[config.mk]
export PLATFORM = sky130hd
export DESIGN_NAME = twitch_filter
export DESIGN_NICKNAME = d
export VERILOG_FILES = /design/src/rtl/muscle_pkg.sv /design/src/rtl/twitch_filter.sv
export SDC_FILE = /design/constraint.sdc
export NUM_CORES = 2
export LEC_CHECK = 0
export BUFFER_PORTS_ARGS = -buffer_cell sky130_fd_sc_hd__buf_4
export CELL_PAD_IN_SITES_DETAIL_PLACEMENT = 0
export CELL_PAD_IN_SITES_GLOBAL_PLACEMENT = 1
export CORE_ASPECT_RATIO = 1.4
export CORE_MARGIN = 8
export CORE_UTILIZATION = 30
export CTS_CLUSTER_DIAMETER = 30
export DETAILED_ROUTE_END_ITERATION = 16
export PLACE_DENSITY_LB_ADDON = 0.1
export SLEW_MARGIN = 20
export SYNTH_ARGS = -nofsm -noshare
export SYNTH_HDL_FRONTEND = slang
export SYNTH_SLANG_ARGS = --single-unit
[constraint.sdc]
create_clock -name clk -period 14.4 [get_ports clk]
set_input_delay 0.72 -clock clk [delete_from_list [all_inputs] [get_ports clk]]
set_output_delay 0.72 -clock clk [all_outputs]
set_load 0.02 [all_outputs]
[src/rtl/muscle_pkg.sv]
package muscle_pkg;

    ////////////////////////////////////////////////////////////
    // number format
    ////////////////////////////////////////////////////////////

    // signed q16.16 with 16 integer bits incl. sign and 16 fraction bits
    typedef logic signed [31:0] fx_t;

    localparam int FX_FRAC_W = 16;

    localparam fx_t FX_MAX   = 32'sh7fff_ffff;
    localparam fx_t FX_MIN   = 32'sh8000_0000;
    localparam fx_t FX_HALF  = 32'sh0000_8000;
    localparam fx_t FX_ONE   = 32'sh0001_0000;
    localparam fx_t FX_TWO   = 32'sh0002_0000;
    localparam fx_t FX_THREE = 32'sh0003_0000;
    localparam fx_t FX_FOUR  = 32'sh0004_0000;

    ////////////////////////////////////////////////////////////
    // muscle tension model constants
    ////////////////////////////////////////////////////////////

    // muscle rest length
    localparam fx_t REST_LENGTH = FX_ONE;
    // kse*kpe/b = 204.0
    localparam fx_t K_STRETCH = 32'sd13369344;
    // kse = 136.0 multiplies lengthening velocity
    localparam fx_t K_VEL = 32'sd8912896;
    // kse/b*(1+kpe/kse) = 4.22 rounded to nearest q16.16
    localparam fx_t K_TENSION = 32'sd276562;
    // kse/b = 2.72 rounded to nearest q16.16
    localparam fx_t K_ACT = 32'sd178258;
    // euler step of 2^-10 s is close to one millisecond
    localparam int DT_SHIFT = 10;

    ////////////////////////////////////////////////////////////
    // twitch coefficient sets
    ////////////////////////////////////////////////////////////

    localparam int TAU_SEL_W = 2;
    localparam int TAU_SEL_CNT = 1 << TAU_SEL_W;

    // a = exp(-T/tau) with T = 1 ms
    // index 0..3 is tau = 25, 40, 60, 100 ms
    // b1 = e*T*a/tau
    localparam fx_t TWITCH_B1 [0:TAU_SEL_CNT-1] = '{
        32'sd6846, 32'sd4344, 32'sd2920, 32'sd1764
    };
    // a1 = -2a
    localparam fx_t TWITCH_A1 [0:TAU_SEL_CNT-1] = '{
        -32'sd125933, -32'sd127836, -32'sd128906, -32'sd129768
    };
    // a2 = a^2
    localparam fx_t TWITCH_A2 [0:TAU_SEL_CNT-1] = '{
        32'sd60497, 32'sd62340, 32'sd63387, 32'sd64238
    };

    ////////////////////////////////////////////////////////////
    // saturating arithmetic
    ////////////////////////////////////////////////////////////

    // clamp a wide intermediate into the 32-bit signed range
    function automatic fx_t fx_sat64(input logic signed [63:0] v);
        if (v > FX_MAX) begin
            return FX_MAX;
        end else if (v < FX_MIN) begin
            return FX_MIN;
        end
        return fx_t'(v[31:0]);
    endfunction

    // full product then floor shift back to q16.16 and clamp
    function automatic fx_t fx_mul(input fx_t a, input fx_t b);
        logic signed [63:0] prod;
        prod = a * b;
        return fx_sat64(prod >>> FX_FRAC_W);
    endfunction

    // 33-bit sum overflows when the top two bits differ
    function automatic fx_t fx_sat_add(input fx_t a, input fx_t b);
        logic signed [32:0] sum;
        sum = a + b;
        if (sum[32] != sum[31]) begin
            return sum[32] ? FX_MIN : FX_MAX;
        end
        return fx_t'(sum[31:0]);
    endfunction

    function automatic fx_t fx_sat_sub(input fx_t a, input fx_t b);
        logic signed [32:0] diff;
        diff = a - b;
        if (diff[32] != diff[31]) begin
            return diff[32] ? FX_MIN : FX_MAX;
        end
        return fx_t'(diff[31:0]);
    endfunction

endpackage

[src/rtl/twitch_filter.sv]
module twitch_filter (
    input  logic                             clk,
    input  logic                             reset,
    input  logic [31:0]                      spike_cnt_i,
    input  logic [muscle_pkg::TAU_SEL_W-1:0] tau_sel_i,
    output muscle_pkg::fx_t                  active_o
);

    import muscle_pkg::*;

    ////////////////////////////////////////////////////////////
    // spike count to q16.16
    ////////////////////////////////////////////////////////////

    fx_t x_in;

    // counts of 32768 and above do not fit and clamp to the top
    assign x_in = (|spike_cnt_i[31:15]) ? FX_MAX
                                        : fx_t'({1'b0, spike_cnt_i[14:0], 16'h0000});

    ////////////////////////////////////////////////////////////
    // twitch difference equation
    ////////////////////////////////////////////////////////////

    // input history and state history
    fx_t x1;
    fx_t h1;
    fx_t h2;

    fx_t b1;
    fx_t a1;
    fx_t a2;
    fx_t h;

    // coefficient set picked by contraction time
    assign b1 = TWITCH_B1[tau_sel_i];
    assign a1 = TWITCH_A1[tau_sel_i];
    assign a2 = TWITCH_A2[tau_sel_i];

    // h = b1*x1 - a1*h1 - a2*h2
    // the b2 tap on the older input is zero and left out
    assign h = fx_sat_sub(fx_sat_sub(fx_mul(b1, x1), fx_mul(a1, h1)), fx_mul(a2, h2));

    always_ff @(posedge clk or posedge reset) begin
        if (reset) begin
            x1 <= '0;
            h1 <= '0;
            h2 <= '0;
        end else begin
            // advance input and state history by one sample
            x1 <= x_in;
            h1 <= h;
            h2 <= h1;
        end
    end

    assign active_o = h1;

    ////////////////////////////////////////////////////////////
    // checks
    ////////////////////////////////////////////////////////////

    // output is fully defined once out of reset
    a_active_known : assert property (
        @(posedge clk) disable iff (reset)
        !$isunknown(active_o)
    ) else $error("twitch_filter: active_o has unknown bits");

endmodule

* Word-level counts from Yosys, hierarchy flattened *
Index checks and enable logic that the tools add are counted.

storage, ports and cells
  bits in registers = 95
  bits of input ports = 36
  output and inout port bits = 32
  word-level logic and storage cells = 52

operators by class
  add/subtract/negate cells = 2
  multiply operators = 3
  order comparisons = 7
  eq/ne operators = 2
  mux-type cells = 33
  bitwise operators = 1
  reduce and logical (&&, ||, !) cells = 1

operator list
  kind                  count
  $mux 32               21
  $bmux 32 s2           3
  $mul 32x32->64        3
  $gt 48x32->1 const B  3
  $lt 48x32->1 const B  3
  $sub 32x32->33        2
  $mux 31               1
  $reduce_or 17->1      1
  $mux 1                8
  $ge 3x3->1 const B    1
  $not 2->3             1
  $ne 1x1->1            2

* Depth between registers and ports, before layout *
  depth after elaboration = 17
  gate-level depth with buffers = 67
  depth with buffers taken out = 59

* Worst setup path after synthesis *
No wires, ideal clock.

  path kind = input -> register
  from = in tau_sel_i[0] (netlist bit)
  to = reg h1[21] (netlist: active_o[21])
  setup time = 78 ps
  arrival time = 15162 ps
  required time = 14322 ps
  path slack = -839 ps
  stages = 60
  cells stage by stage = inv_1 clkbuf_1 ha_1 clkbuf_1 clkbuf_1 clkbuf_1 nand2_1 fa_1 inv_1 fa_1 inv_1 fa_1 inv_1 fa_1 fa_1 fa_1 fa_1 fa_1 (+24 left out) nor2_1 clkbuf_1 o21a_1 ha_1 fa_1 nor2b_1 o2111ai_1 a21boi_0 o22ai_1 o22a_1 a311oi_2 a311oi_1 nor2_1 a2bb2oi_1 buf_2 nand2_1 clkbuf_1 a21oi_1

between the ends
  longest elaborated chain between the ends = 17
  elaborated cells between the ends (all ways) = 43
  those cells by class = 2 x add/sub; 3 x mul; 6 x order compare; 2 x eq/ne; 29 x mux; 1 x bitwise

RTL lines
  what                                             line                                                           text
  from (decl)                                      twitch_filter.sv:5                                             input logic [muscle_pkg::TAU_SEL_W-1:0] tau_sel_i,
  $not 2->3 (not written as such) (*)              twitch_filter.sv:36, twitch_filter.sv:37, twitch_filter.sv:38
  $bmux 32 s2, on equally long branches            twitch_filter.sv:36, twitch_filter.sv:37
  $mux 32, on equally long branches (2 in series)  twitch_filter.sv:36, twitch_filter.sv:37
  $mul 32x32->64                                   muscle_pkg.sv:76                                               prod = a * b;
  $lt 48x32->1                                     muscle_pkg.sv:67                                               end else if (v < FX_MIN) begin
  $mux 1                                           muscle_pkg.sv:67
  $mux 1                                           muscle_pkg.sv:65                                               if (v > FX_MAX) begin
  $mux 32                                          muscle_pkg.sv:70                                               return fx_t'(v[31:0]);
  $sub 32x32->33                                   muscle_pkg.sv:92                                               diff = a - b;
  $mux 32 or $ne 1x1->1 (tied branches)            muscle_pkg.sv:94, muscle_pkg.sv:93
  $mux 32 or $mux 1 (tied branches)                muscle_pkg.sv:93                                               if (diff[32] != diff[31]) begin
  $mux 32                                          muscle_pkg.sv:96                                               return fx_t'(diff[31:0]);
  $sub 32x32->33 (*)                               muscle_pkg.sv:92
  $mux 32 or $ne 1x1->1 (tied branches)            muscle_pkg.sv:94, muscle_pkg.sv:93
  $mux 32 or $mux 1 (tied branches)                muscle_pkg.sv:93
  $mux 32 (*)                                      muscle_pkg.sv:96
  via h[21]                                        twitch_filter.sv:33                                            fx_t h;
  to (signal assigned)                             twitch_filter.sv:52                                            h1 <= h;
  to (decl)                                        twitch_filter.sv:27                                            fx_t h1;

The timed path passes the listed nets; every way through them passes the cells marked *. The select of a mux whose other input is x is not followed.

* Final worst setup path *
  from = in tau_sel_i[0] (netlist bit)
  to = reg h1[6] (netlist: active_o[6])

The elaborated chain is that of the path after synthesis.

==> impl_metrics.env <==
export IMPL_reg2reg_setup_slack_ns=0.32
export IMPL_post_route_min_period_ns=14.31
export IMPL_worst_pin_slew_ns=0.870
export IMPL_synth_ff_type="dfrtp_1"
export IMPL_nets=8700
export IMPL_syn_area_um2=54500
export IMPL_drc=0
export IMPL_postPlaceCellArea_um2=64600
export IMPL_hpwlAfterDp_um=174000
export IMPL_die_w_um=376
export IMPL_place_ws_ns=-1.74
export IMPL_path_class="in -> reg"
export IMPL_finalMaxSlewViolations=0
export IMPL_drtAntennaViolNets=0
export IMPL_finalHoldViolations=0
export IMPL_timing_slew_headroom_pct=41.4
export IMPL_crit_arrival_ns=14.66
export IMPL_min_period_over_period_pct=99.4
export IMPL_num_vias=41500
export IMPL_std_cell_rows=185
export IMPL_async_flop_share_pct=100
export IMPL_grt_pass1_wl_um=295000
export IMPL_max_freq_mhz=69.9
export IMPL_tritoncts="yes"
export IMPL_initial_core_util_pct=30.1
export IMPL_syn2layout_area_growth_pct=22.5
export IMPL_fillCellCount=18900
export IMPL_antenna_found_initial=6
export IMPL_synth_cell_type_count=89
export IMPL_syn_instance_count=5780
export IMPL_end_kind="register"
export IMPL_drt_vias_per_instance=4.57
export IMPL_crit_end="active_o[6]"
export IMPL_ys_warn_count=0
export IMPL_io_buffers=67
export IMPL_overflow=0
export IMPL_clk_pin_slew_ns=0.09
export IMPL_cts_max_level=3
export IMPL_clock_sinks=80
export IMPL_finalWirelength_um=195000
export IMPL_r2r_cells=57
export IMPL_r2r_start="active_o[23]"
export IMPL_tns_ns=0
export IMPL_clk_path_buf_depth=2
export IMPL_dr_pass1_iters=5
export IMPL_fp_dieH_um=520
export IMPL_finClkSkew_ns=0.0191
export IMPL_slowest_stage="fa_2"
export IMPL_seqCellArea_um2=2000
export IMPL_place_congestion=0.883
export IMPL_coreArea_um2=181000
export IMPL_reg2reg_to="active_o[6]"
export IMPL_path_common_cell="fa_1"
export IMPL_drive_gt1_share_pct=19.5
export IMPL_cp_max_fo=6
export IMPL_fin_hold_ws_ns=0.429
export IMPL_drt_iter0_markers=1385
export IMPL_die_area_um2=196000
export IMPL_finalSetupViolCount=0
export IMPL_synth_seq_cells=80
export IMPL_multiInputGateArea_um2=47600
export IMPL_cp_start_kind="input port"
export IMPL_cap_violations=0
export IMPL_synth_edf_count=0
export IMPL_holdCritPathClass="in -> async"
export IMPL_syn_area_per_cell_um2=9.43
export IMPL_rsz0062_at_grt="true"
export IMPL_slowest_delay_ns=0.59
export IMPL_outcome="finished, final reports clean"
export IMPL_ctsRootBufferMaster="clkbuf_16"
export IMPL_io_pins=68
export IMPL_clk_latency_ns=0.43
export IMPL_holdBufCountCts=0
export IMPL_cp_startpoint="tau_sel_i[0]"
export IMPL_grt_max_degree=47
export IMPL_final_cell_area_um2=66800
export IMPL_grt_pass1_vias=48100
export IMPL_numCtsBuffers=9
export IMPL_critPathRequiredTime_ns=14.75
export IMPL_layout_setup_ws_ns=0.0866
export IMPL_synth_seq_area_share_pct=3.67
export IMPL_gr_usage_all_layers_pct=19.9
export IMPL_drt_wirelength_per_cell_um=21.5
[per-stage QoR]
stage                     instances  utilization (%)
final                          9083             36.9
after global routing           9082             36.9
after CTS                      9045             36.1
after detailed placement       9016             35.7
after global placement         9016             35.7
after floorplan                5781                -
[registers in the layout (all words and copies together) (netlist names)]
signal / flops
active_o: 32
x1: 16
h2: 32
[area by class of cell]
| type | count | area share (%) |
|---|---|---|
| tap | 2431 | 4.56 |
| antenna | 1 | 0.00375 |
| clock buffer | 10 | 0.358 |
| timing repair buffer | 996 | 12.3 |
| sequential | 80 | 3.00 |
| inverter | 1507 | 8.49 |
| multi-input combinational | 4052 | 71.3 |
| clock inverter | 6 | 0.0862 |
[cell families (layout without fill, tap and decap cells)]
group | after synthesis | in the layout | synth area share [%]
fa+ha+maj | 2033 | 2033 | 62.8
buf+inv | 1649 | 2519 | 11.4
simple gates | 1095 | 1095 | 10.6
compound gates | 751 | 751 | 8.80
xor+xnor | 168 | 168 | 2.71
flops | 80 | 80 | 3.67
mux | 3 | 3 | 0.0574
other cells | 1 | 3 | 0.00688
[what timing repair did]
item                       CTS  global route
pin swaps                   39           108
cloned                       0            11
setup endpoints to repair   32            32
setup buffers               13            29
gates resized for setup     74           241
[per-layer routing]
metal	track usage [%]	vias up	part of all wire (%)
met2	40.7	483	57
met4	5.43	2	3.5
met5	0	-	0.0056
met3	0.953	228	1.5
li1	-	19600	-
met1	21.8	21200	38
[worst min-delay path by stage]
stage | start | slack, ns | endpoint | cells past startpoint
floorplan | active_o[13] | 0.59 | h2[13] | 0
global placement | active_o[22] | 0.50 | h2[22] | 0
CTS | reset | 0.42 | x1[15] | 2
detailed placement | active_o[22] | 0.49 | h2[22] | 0
global route | reset | 0.45 | x1[15] | 2
finish | reset | 0.43 | x1[15] | 2
[synth_stat cells, drive strengths merged, types with 12 or more instances]
library cell	n	area share, %
o21ai	150	1.4
a211oi	19	0.26
o21a	29	0.40
xor2	58	0.93
and3	19	0.22
maj3	15	0.28
nor2	164	1.1
dfrtp	80	3.7
nand2b	156	1.8
buf	23	0.23
o21bai	28	0.39
a31oi	19	0.23
ha	844	19
fa	1174	43
or3	12	0.14
nor3	23	0.21
clkbuf	119	0.82
or2	28	0.32
inv	1507	10
nand3	44	0.40
and2	191	2.2
xnor2	110	1.8
o211ai	17	0.24
nor2b	121	1.4
nand2	267	1.8
nand4	38	0.44
a21o	118	1.6
a21oi	262	2.4
[cells in the final DEF (no fill, tap or decap), types with 80 or more instances in the layout]
cell type	count
fa_1	1148
ha_1	809
buf_4	929
nor2_1	157
dfrtp_1	80
xnor2_1	105
nor2b_1	116
a21o_1	118
a21oi_1	233
nand2_1	252
o21ai_0	106
and2_1	178
inv_1	1490
nand2b_1	154
[critical path, delay by kind of cell]
kind	cells	cell delay (ns)
fa+ha+maj	13	5.18
compound gates	22	4.62
simple gates	13	2.85
buf+inv	8	1.22
Power is not shown: default switching activity piles up to over one toggle a cycle in this logic, so the estimate is an artifact.
