File: config.mk
export PLATFORM = sky130hd
export DESIGN_NAME = tension_integrator
export DESIGN_NICKNAME = d
export VERILOG_FILES = /design/src/rtl/muscle_pkg.sv /design/src/rtl/tension_integrator.sv
export SDC_FILE = /design/constraint.sdc
export NUM_CORES = 2
export LEC_CHECK = 0
export BUFFER_PORTS_ARGS = -buffer_cell sky130_fd_sc_hd__buf_4
export CELL_PAD_IN_SITES_DETAIL_PLACEMENT = 1
export CELL_PAD_IN_SITES_GLOBAL_PLACEMENT = 2
export CORE_AREA = 3 3 348 264
export CTS_BUF_LIST = sky130_fd_sc_hd__clkbuf_8
export DETAILED_ROUTE_END_ITERATION = 6
export DIE_AREA = 0 0 351 267
export GPL_TIMING_DRIVEN = 0
export PLACE_DENSITY = 0.85
export RECOVER_POWER = 50
export SLEW_MARGIN = 0
export SYNTH_ARGS = -nofsm -noshare
export SYNTH_HDL_FRONTEND = slang
export SYNTH_SLANG_ARGS = --single-unit
File: constraint.sdc
create_clock -name clk -period 11.6 [get_ports clk]
set_clock_uncertainty 0.05 [all_clocks]
set_input_delay 2.32 -clock clk [delete_from_list [all_inputs] [get_ports clk]]
set_output_delay 2.32 -clock clk [all_outputs]
set_load 0.02 [all_outputs]
File: src/rtl/muscle_pkg.sv
package muscle_pkg;

    ////////////////////////////////////////////////////////////
    // number format
    ////////////////////////////////////////////////////////////

    // signed q16.16 with 16 integer bits incl. sign and 16 fraction bits
    typedef logic signed [31:0] fx_t;

    localparam int FX_FRAC_W = 16;

    localparam fx_t FX_MAX   = 32'sh7fff_ffff;
    localparam fx_t FX_MIN   = 32'sh8000_0000;
    localparam fx_t FX_HALF  = 32'sh0000_8000;
    localparam fx_t FX_ONE   = 32'sh0001_0000;
    localparam fx_t FX_TWO   = 32'sh0002_0000;
    localparam fx_t FX_THREE = 32'sh0003_0000;
    localparam fx_t FX_FOUR  = 32'sh0004_0000;

    ////////////////////////////////////////////////////////////
    // muscle tension model constants
    ////////////////////////////////////////////////////////////

    // muscle rest length
    localparam fx_t REST_LENGTH = FX_ONE;
    // kse*kpe/b = 204.0
    localparam fx_t K_STRETCH = 32'sd13369344;
    // kse = 136.0 multiplies lengthening velocity
    localparam fx_t K_VEL = 32'sd8912896;
    // kse/b*(1+kpe/kse) = 4.22 rounded to nearest q16.16
    localparam fx_t K_TENSION = 32'sd276562;
    // kse/b = 2.72 rounded to nearest q16.16
    localparam fx_t K_ACT = 32'sd178258;
    // euler step of 2^-10 s is close to one millisecond
    localparam int DT_SHIFT = 10;

    ////////////////////////////////////////////////////////////
    // twitch coefficient sets
    ////////////////////////////////////////////////////////////

    localparam int TAU_SEL_W = 2;
    localparam int TAU_SEL_CNT = 1 << TAU_SEL_W;

    // a = exp(-T/tau) with T = 1 ms
    // index 0..3 is tau = 25, 40, 60, 100 ms
    // b1 = e*T*a/tau
    localparam fx_t TWITCH_B1 [0:TAU_SEL_CNT-1] = '{
        32'sd6846, 32'sd4344, 32'sd2920, 32'sd1764
    };
    // a1 = -2a
    localparam fx_t TWITCH_A1 [0:TAU_SEL_CNT-1] = '{
        -32'sd125933, -32'sd127836, -32'sd128906, -32'sd129768
    };
    // a2 = a^2
    localparam fx_t TWITCH_A2 [0:TAU_SEL_CNT-1] = '{
        32'sd60497, 32'sd62340, 32'sd63387, 32'sd64238
    };

    ////////////////////////////////////////////////////////////
    // saturating arithmetic
    ////////////////////////////////////////////////////////////

    // clamp a wide intermediate into the 32-bit signed range
    function automatic fx_t fx_sat64(input logic signed [63:0] v);
        if (v > FX_MAX) begin
            return FX_MAX;
        end else if (v < FX_MIN) begin
            return FX_MIN;
        end
        return fx_t'(v[31:0]);
    endfunction

    // full product then floor shift back to q16.16 and clamp
    function automatic fx_t fx_mul(input fx_t a, input fx_t b);
        logic signed [63:0] prod;
        prod = a * b;
        return fx_sat64(prod >>> FX_FRAC_W);
    endfunction

    // 33-bit sum overflows when the top two bits differ
    function automatic fx_t fx_sat_add(input fx_t a, input fx_t b);
        logic signed [32:0] sum;
        sum = a + b;
        if (sum[32] != sum[31]) begin
            return sum[32] ? FX_MIN : FX_MAX;
        end
        return fx_t'(sum[31:0]);
    endfunction

    function automatic fx_t fx_sat_sub(input fx_t a, input fx_t b);
        logic signed [32:0] diff;
        diff = a - b;
        if (diff[32] != diff[31]) begin
            return diff[32] ? FX_MIN : FX_MAX;
        end
        return fx_t'(diff[31:0]);
    endfunction

endpackage

File: src/rtl/tension_integrator.sv
module tension_integrator (
    input  logic            clk,
    input  logic            reset,
    input  muscle_pkg::fx_t pos_i,
    input  muscle_pkg::fx_t vel_i,
    input  muscle_pkg::fx_t activation_i,
    output muscle_pkg::fx_t force_o
);

    import muscle_pkg::*;

    ////////////////////////////////////////////////////////////
    // tension derivative
    ////////////////////////////////////////////////////////////

    // registered derivative and integrated tension
    fx_t dt_q;
    fx_t t_q;

    fx_t stretch;
    fx_t passive;
    fx_t damping;
    fx_t decay;
    fx_t drive;
    fx_t sum_pv;
    fx_t sum_pvd;
    fx_t dt_next;
    fx_t t_next;

    // parallel element only pulls when stretched beyond rest
    assign stretch = fx_sat_sub(pos_i, REST_LENGTH);
    assign passive = (pos_i < REST_LENGTH) ? '0 : fx_mul(K_STRETCH, stretch);

    // series spring loaded by lengthening velocity
    assign damping = fx_mul(K_VEL, vel_i);
    // tension relaxes in proportion to itself
    assign decay = fx_mul(K_TENSION, t_q);
    // contractile drive
    assign drive = fx_mul(K_ACT, activation_i);

    // summed left to right with each step saturating
    assign sum_pv  = fx_sat_add(passive, damping);
    assign sum_pvd = fx_sat_sub(sum_pv, decay);
    assign dt_next = fx_sat_add(sum_pvd, drive);

    ////////////////////////////////////////////////////////////
    // euler step
    ////////////////////////////////////////////////////////////

    // step size 2^-DT_SHIFT as a floor shift of the stored derivative
    assign t_next = fx_sat_add(t_q, dt_q >>> DT_SHIFT);

    always_ff @(posedge clk or posedge reset) begin
        if (reset) begin
            dt_q <= '0;
            t_q  <= '0;
        end else begin
            dt_q <= dt_next;
            t_q  <= t_next;
        end
    end

    assign force_o = t_q;

endmodule

# ---- Yosys cells after proc, flatten, opt, wreduce, memory -nomap -nowiden
# Index checks and enable logic that the tools add are counted.
dict set report word_totals {
  ff_bits 64
  in_bits 98
  out_inout_bits 32
  word_cells 66
}
dict set report classes {
  add_sub_neg 5
  n_mul 4
  order_cmp 9
  n_eq_ne 5
  n_mux 41
}
# operator n
set op_table {}
lappend op_table {{$mux 32} 28}
lappend op_table {{$gt 41x32->1 const B} 2}
lappend op_table {{$lt 41x32->1 const B} 2}
lappend op_table {{$add 32x32->33} 2}
lappend op_table {{$mul 19x32->51 const A} 1}
lappend op_table {{$mul 18x32->50 const A} 1}
lappend op_table {{$mul 7x32->39 const A} 1}
lappend op_table {{$mul 6x32->38 const A} 1}
lappend op_table {{$gt 36x32->1 const B} 1}
lappend op_table {{$lt 36x32->1 const B} 1}
lappend op_table {{$gt 35x32->1 const B} 1}
lappend op_table {{$lt 35x32->1 const B} 1}
lappend op_table {{$add 32x22->33} 1}
lappend op_table {{$sub 32x18->33 const B} 1}
lappend op_table {{$sub 32x32->33} 1}
lappend op_table {{$lt 32x18->1 const B} 1}
lappend op_table {{$mux 1} 13}
lappend op_table {{$ne 1x1->1} 5}

# ---- Depth between registers and ports, before layout
dict set report logic_depth {
  word_depth 22
  depth_mapped 83
  depth_no_buf 78
}

# ---- Worst setup path after synthesis
# No wires, ideal clock.
dict set report synth_timing {
  kind {input-to-reg}
  startpoint {input port pos_i[20]}
  endpoint {register dt_q[22]}
  setup_time_ns 0.128
  arrival_ns 16.898
  t_required_ns 11.422
  slack_ns -5.476
  path_stages 71
  n_path_buf 8
  cell_sequence {nor3_1 > nand3_1 > or3_1 > clkbuf_1 > or4_1 > xnor2_1 > nand2_1 > nor2_1 > a21oi_1 > ha_1 > inv_1 > fa_1 > inv_1 > ha_1 > inv_1 > fa_1 > inv_1 > ha_1 > (+35 left out) > clkbuf_1 > a21oi_1 > ha_1 > a21o_1 > a21oi_1 > nor2b_1 > o21ai_0 > nand2b_1 > a21oi_1 > o211ai_1 > nand3_1 > a21oi_1 > o31a_1 > a31oi_2 > o21ai_1 > a21oi_1 > buf_4 > a31oi_1}
}
dict set report synth_via {
  elab_chain_len 22
  elab_cells_between_ends 33
  cone_classes {add/sub (4); mul (1); order compare (3); eq/ne (4); mux (21)}
}
# item line_no
set synth_lines {}
lappend synth_lines {{start: declaration} tension_integrator.sv:4} ;# input muscle_pkg::fx_t pos_i,
lappend synth_lines {{$sub 32x18->33} muscle_pkg.sv:92} ;# diff = a - b;
lappend synth_lines {{$mux 32 or $ne 1x1->1 (tied branches)} {muscle_pkg.sv:94, muscle_pkg.sv:93}}
lappend synth_lines {{$mux 32 or $mux 1 (tied branches)} muscle_pkg.sv:93} ;# if (diff[32] != diff[31]) begin
lappend synth_lines {{$mux 32} muscle_pkg.sv:96} ;# return fx_t'(diff[31:0]);
lappend synth_lines {{$mul 7x32->39} muscle_pkg.sv:76} ;# prod = a * b;
lappend synth_lines {{$lt 41x32->1} muscle_pkg.sv:67} ;# end else if (v < FX_MIN) begin
lappend synth_lines {{$mux 1} muscle_pkg.sv:67}
lappend synth_lines {{$mux 1} muscle_pkg.sv:65} ;# if (v > FX_MAX) begin
lappend synth_lines {{(+7 left out)} n/a}
lappend synth_lines {{$mux 32 or $ne 1x1->1 (tied branches)} {muscle_pkg.sv:94, muscle_pkg.sv:93}}
lappend synth_lines {{$mux 32 or $mux 1 (tied branches)} muscle_pkg.sv:93}
lappend synth_lines {{$mux 32 (*)} muscle_pkg.sv:96}
lappend synth_lines {{$add 32x32->33 (*)} muscle_pkg.sv:83} ;# sum = a + b;
lappend synth_lines {{$mux 32 or $ne 1x1->1 (tied branches)} {muscle_pkg.sv:85, muscle_pkg.sv:84}}
lappend synth_lines {{$mux 32 or $mux 1 (tied branches)} muscle_pkg.sv:84} ;# if (sum[32] != sum[31]) begin
lappend synth_lines {{$mux 32 (*)} muscle_pkg.sv:87} ;# return fx_t'(sum[31:0]);
lappend synth_lines {{named net dt_next[22]} tension_integrator.sv:27} ;# fx_t dt_next;
lappend synth_lines {{end signal: assignment} tension_integrator.sv:58} ;# dt_q <= dt_next;
lappend synth_lines {{end: declaration} tension_integrator.sv:17} ;# fx_t dt_q;
# The timed path passes the listed nets; every way through them passes the cells marked *. The select of a mux whose other input is x is not followed.

# ---- Worst setup path after layout
# Same ends and word-level chain as after synthesis.

==> metrics.md <==
| Metric | Value |
|---|---|
| R2R depth | `49` |
| WS Path Type | `in -> reg` |
| Pins Over Slew Limit | `0` |
| Fraction of registers with async set/reset | `100.0%` |
| Later-pin clock latency in the skew report | `330 ps` |
| CP arrival | `around 17000 ps` |
| Reg-to-Reg End | `dt_q[22]` |
| Number of enable flip-flop cells after synthesis | `0` |
| CTS sink cnt | `54` |
| Dpl cells | `5122` |
| H-tree depth | `2` |
| TritonCTS clock tree | `built` |
| Synth Flop Type | `dfrtp_1` |
| I/O pin count | `130` |
| First-pass GRT wire length | `162400 um` |
| Core Box Area | `about 90000 um2` |
| Post-route worst setup slack | `-5659 ps` |
| Routed Antenna Nets | `0` |
| Share of cells above drive strength 1 | `a little over an eighth` |
| Register Area | `about 1400 um2` |
| Worst path most repeated cell | `buf_4` |
| List of most frequent post-synthesis cells | `inv_1 (825), ha_1 (743), fa_1 (396), a21oi_1 (303), o21ai_0 (179)` |
| Critical path peak fanout | `8` |
| Largest cells by area after synthesis | `ha_1 (28%), fa_1 (24%), inv_1 (9.5%), a21oi_1 (4.6%), dfrtp_1 (4.1%)` |
| Hold EP | `force_o[0]` |
| Initial antenna violation count | `0` |
| Post-synthesis sequential area ratio | `4.127%` |
| Min-delay src | `dt_q[10]` |
| Top-count cell post-synth | `inv_1` |
| Drt wl/cell | `19.24 um` |
| Max-Cap Viols | `0` |
| Total GRT Usage | `21.61%` |
| Fill count | `10460` |
| FF-to-FF setup slack | `-2190 ps` |
| RSZ-0062 raised after global routing | `yes` |
| Period minus WS final | `approximately 17000 ps` |
| Die width | `351 um` |
| Drt total wl | `just over 100000 um` |
| CP Launch Type | `primary input` |
| Synth Instances | `3828` |
| WP data required | `11760 ps` |
| Status | `finished with violations` |
| CP max stage cell | `fa_1` |
| Area Growth Syn to Fin | `16.54%` |
| Syn Area/Cell | `8.554 um2` |
| Yosys cell types | `83` |
| Worst Tran Pin Value | `1476 ps` |
| Rows | `95` |
| CTS Buf Count | `5` |
| Clk buf depth | `2` |
| PortBufs | `129` |
| YS warnings | `0` |
| Failing checks | `negative setup slack` |
| Number of global-route vias before repair | `~30000` |
| Synth top area share | `28.39%` |
| Post-synth top area cell | `ha_1` |
| Reg clk slew, reported paths | `110 ps` |
| Worst hold stages | `3` |
| Root buf cell | `clkbuf_8` |
| CP peak stage delay | `550 ps` |
| HP Class | `reg -> reg` |
| Setup-failing EPs final | `22` |
| Die H | `267 um` |
| Via count | `27640` |
| CP endpoint kind | `flop` |
| Via/cell ratio | `5.242` |
| GPL Wtd Cong | `about 0.89` |
| Post-DP HPWL | `85240 um` |
| Fin nets | `approximately 5300` |
| FMAX | `0.05794 GHz` |
| 1st-iter DRT viols | `around 1200` |
| #FFs+latches synth | `54` |
| Max_slew headroom | `1.592%` |
| Multi-input combinational cell area | `29440 um2` |
| Diode count | `0` |
| Initial Util | `36.78%` |
| Post-Syn Nets | `a little over 5000` |
| Final period util | `148.8%` |
| Die area | `93720 um2` |
| Largest net degree at the start of global routing | `30` |
| RR Startpoint | `force_o[1]` |
| Fin cells | `approximately 5300` |
| Netlist Area Pre-Place | `32740 um2` |
| Fin. Hold Viols | `0` |
| Grt ovf | `0` |
| Drt first pass iters | `5` |
| Post-route DRC | `0` |
| Place WS | `-7702 ps` |
-- critical path, delay by kind of cell --
family / cells / cell delay, ps
AND/OR/NAND/NOR: 15 / 3410
buffers and inverters: 27 / 3230
adder cells (fa/ha/maj): 8 / 2680
XOR/XNOR: 2 / 420
multiplexers: 2 / 580
AO/OA/AOI/OAI: 22 / 4730
-- metrics by stage --
stage          utilization, %  hold slack (ps)  setup TNS (ps)  area (um2)
2_1_floorplan               -            529.4          -95040       33100
3_3_place_gp            39.90            552.2         -163850       35520
3_5_place_dp            39.92            588.4         -168270       35540
4_1_cts                 42.27            614.6         -111650       37630
5_1_grt                 42.86            670.6         -136520       38160
6_report                42.86            608.2         -123520       38160
-- layer usage --
metal  wire length [um]  global-route usage, %  vias to the layer above
met5                  0                      0                        -
met4                913                  1.900                        0
met3               3255                  1.149                       62
met2              45780                  35.17                      376
met1              51470                  32.65                    13780
li1                   -                      -                    13420
-- kinds of logic after synthesis --
kind of cell | share of synthesized area (%)
adder cells (fa/ha/maj) | 52.69
AO/OA/AOI/OAI | 17.62
buffers and inverters | 10.39
AND/OR/NAND/NOR | 8.873
XOR/XNOR | 6.125
flip-flops | 4.127
multiplexers | 0.1681
-- layout make-up --
type                    instances  share of cell area (%)
multi-input cells            2875                   77.14
inverters                     825                   8.128
repair buffers                279                   5.751
well taps                    1164                   3.817
flip-flops and latches         54                   3.541
plain buffers                  67                   1.364
clock buffers                   5                  0.1803
clock inverters                 3                 0.07541
-- how the worst max path moves through the flow --
stage	start	to	slack, ps	cells past startpoint
2_1_floorplan	pos_i[24]	dt_q[17]	-4360	73
3_3_place_gp	pos_i[20]	dt_q[28]	-7530	74
3_5_place_dp	pos_i[20]	dt_q[10]	-7700	74
4_1_cts	pos_i[20]	dt_q[22]	-5120	81
5_1_grt	pos_i[20]	dt_q[22]	-6250	80
6_report	pos_i[20]	dt_q[22]	-5660	76
-- flip-flops by register name (all words and copies together) (netlist names) --
| signal | count |
|---|---|
| dt_q | 22 |
| force_o | 32 |
-- cells in the final DEF (no fill, tap or decap), types with 16 or more instances in the layout --
master      n
inv_1     810
ha_1      698
fa_1      393
a21oi_1   266
buf_4     259
o21ai_0   162
nand2_1   143
nor2_1    134
xnor2_1   120
a21o_1    104
xor2_1    102
dfrtp_1    54
nand3_1    48
clkbuf_1   43
o21a_1     42
nand2b_1   41
ha_4       35
o22ai_1    32
o21bai_1   30
nor3_1     30
nand4_1    28
a21oi_2    27
nor2b_1    25
a31oi_1    22
and3_1     20
o211ai_1   19
or3_1      17
a21boi_0   17
a211o_1    16
-- timing repair --
item,4_1_cts,5_1_grt
resized for setup,203,79
cloned,4,1
hold buffers,0,0
buffers inserted,118,27
setup endpoints to repair,22,22
pin swaps,101,59
Power is not shown: default switching activity piles up to over one toggle a cycle in this logic, so the estimate is an artifact.
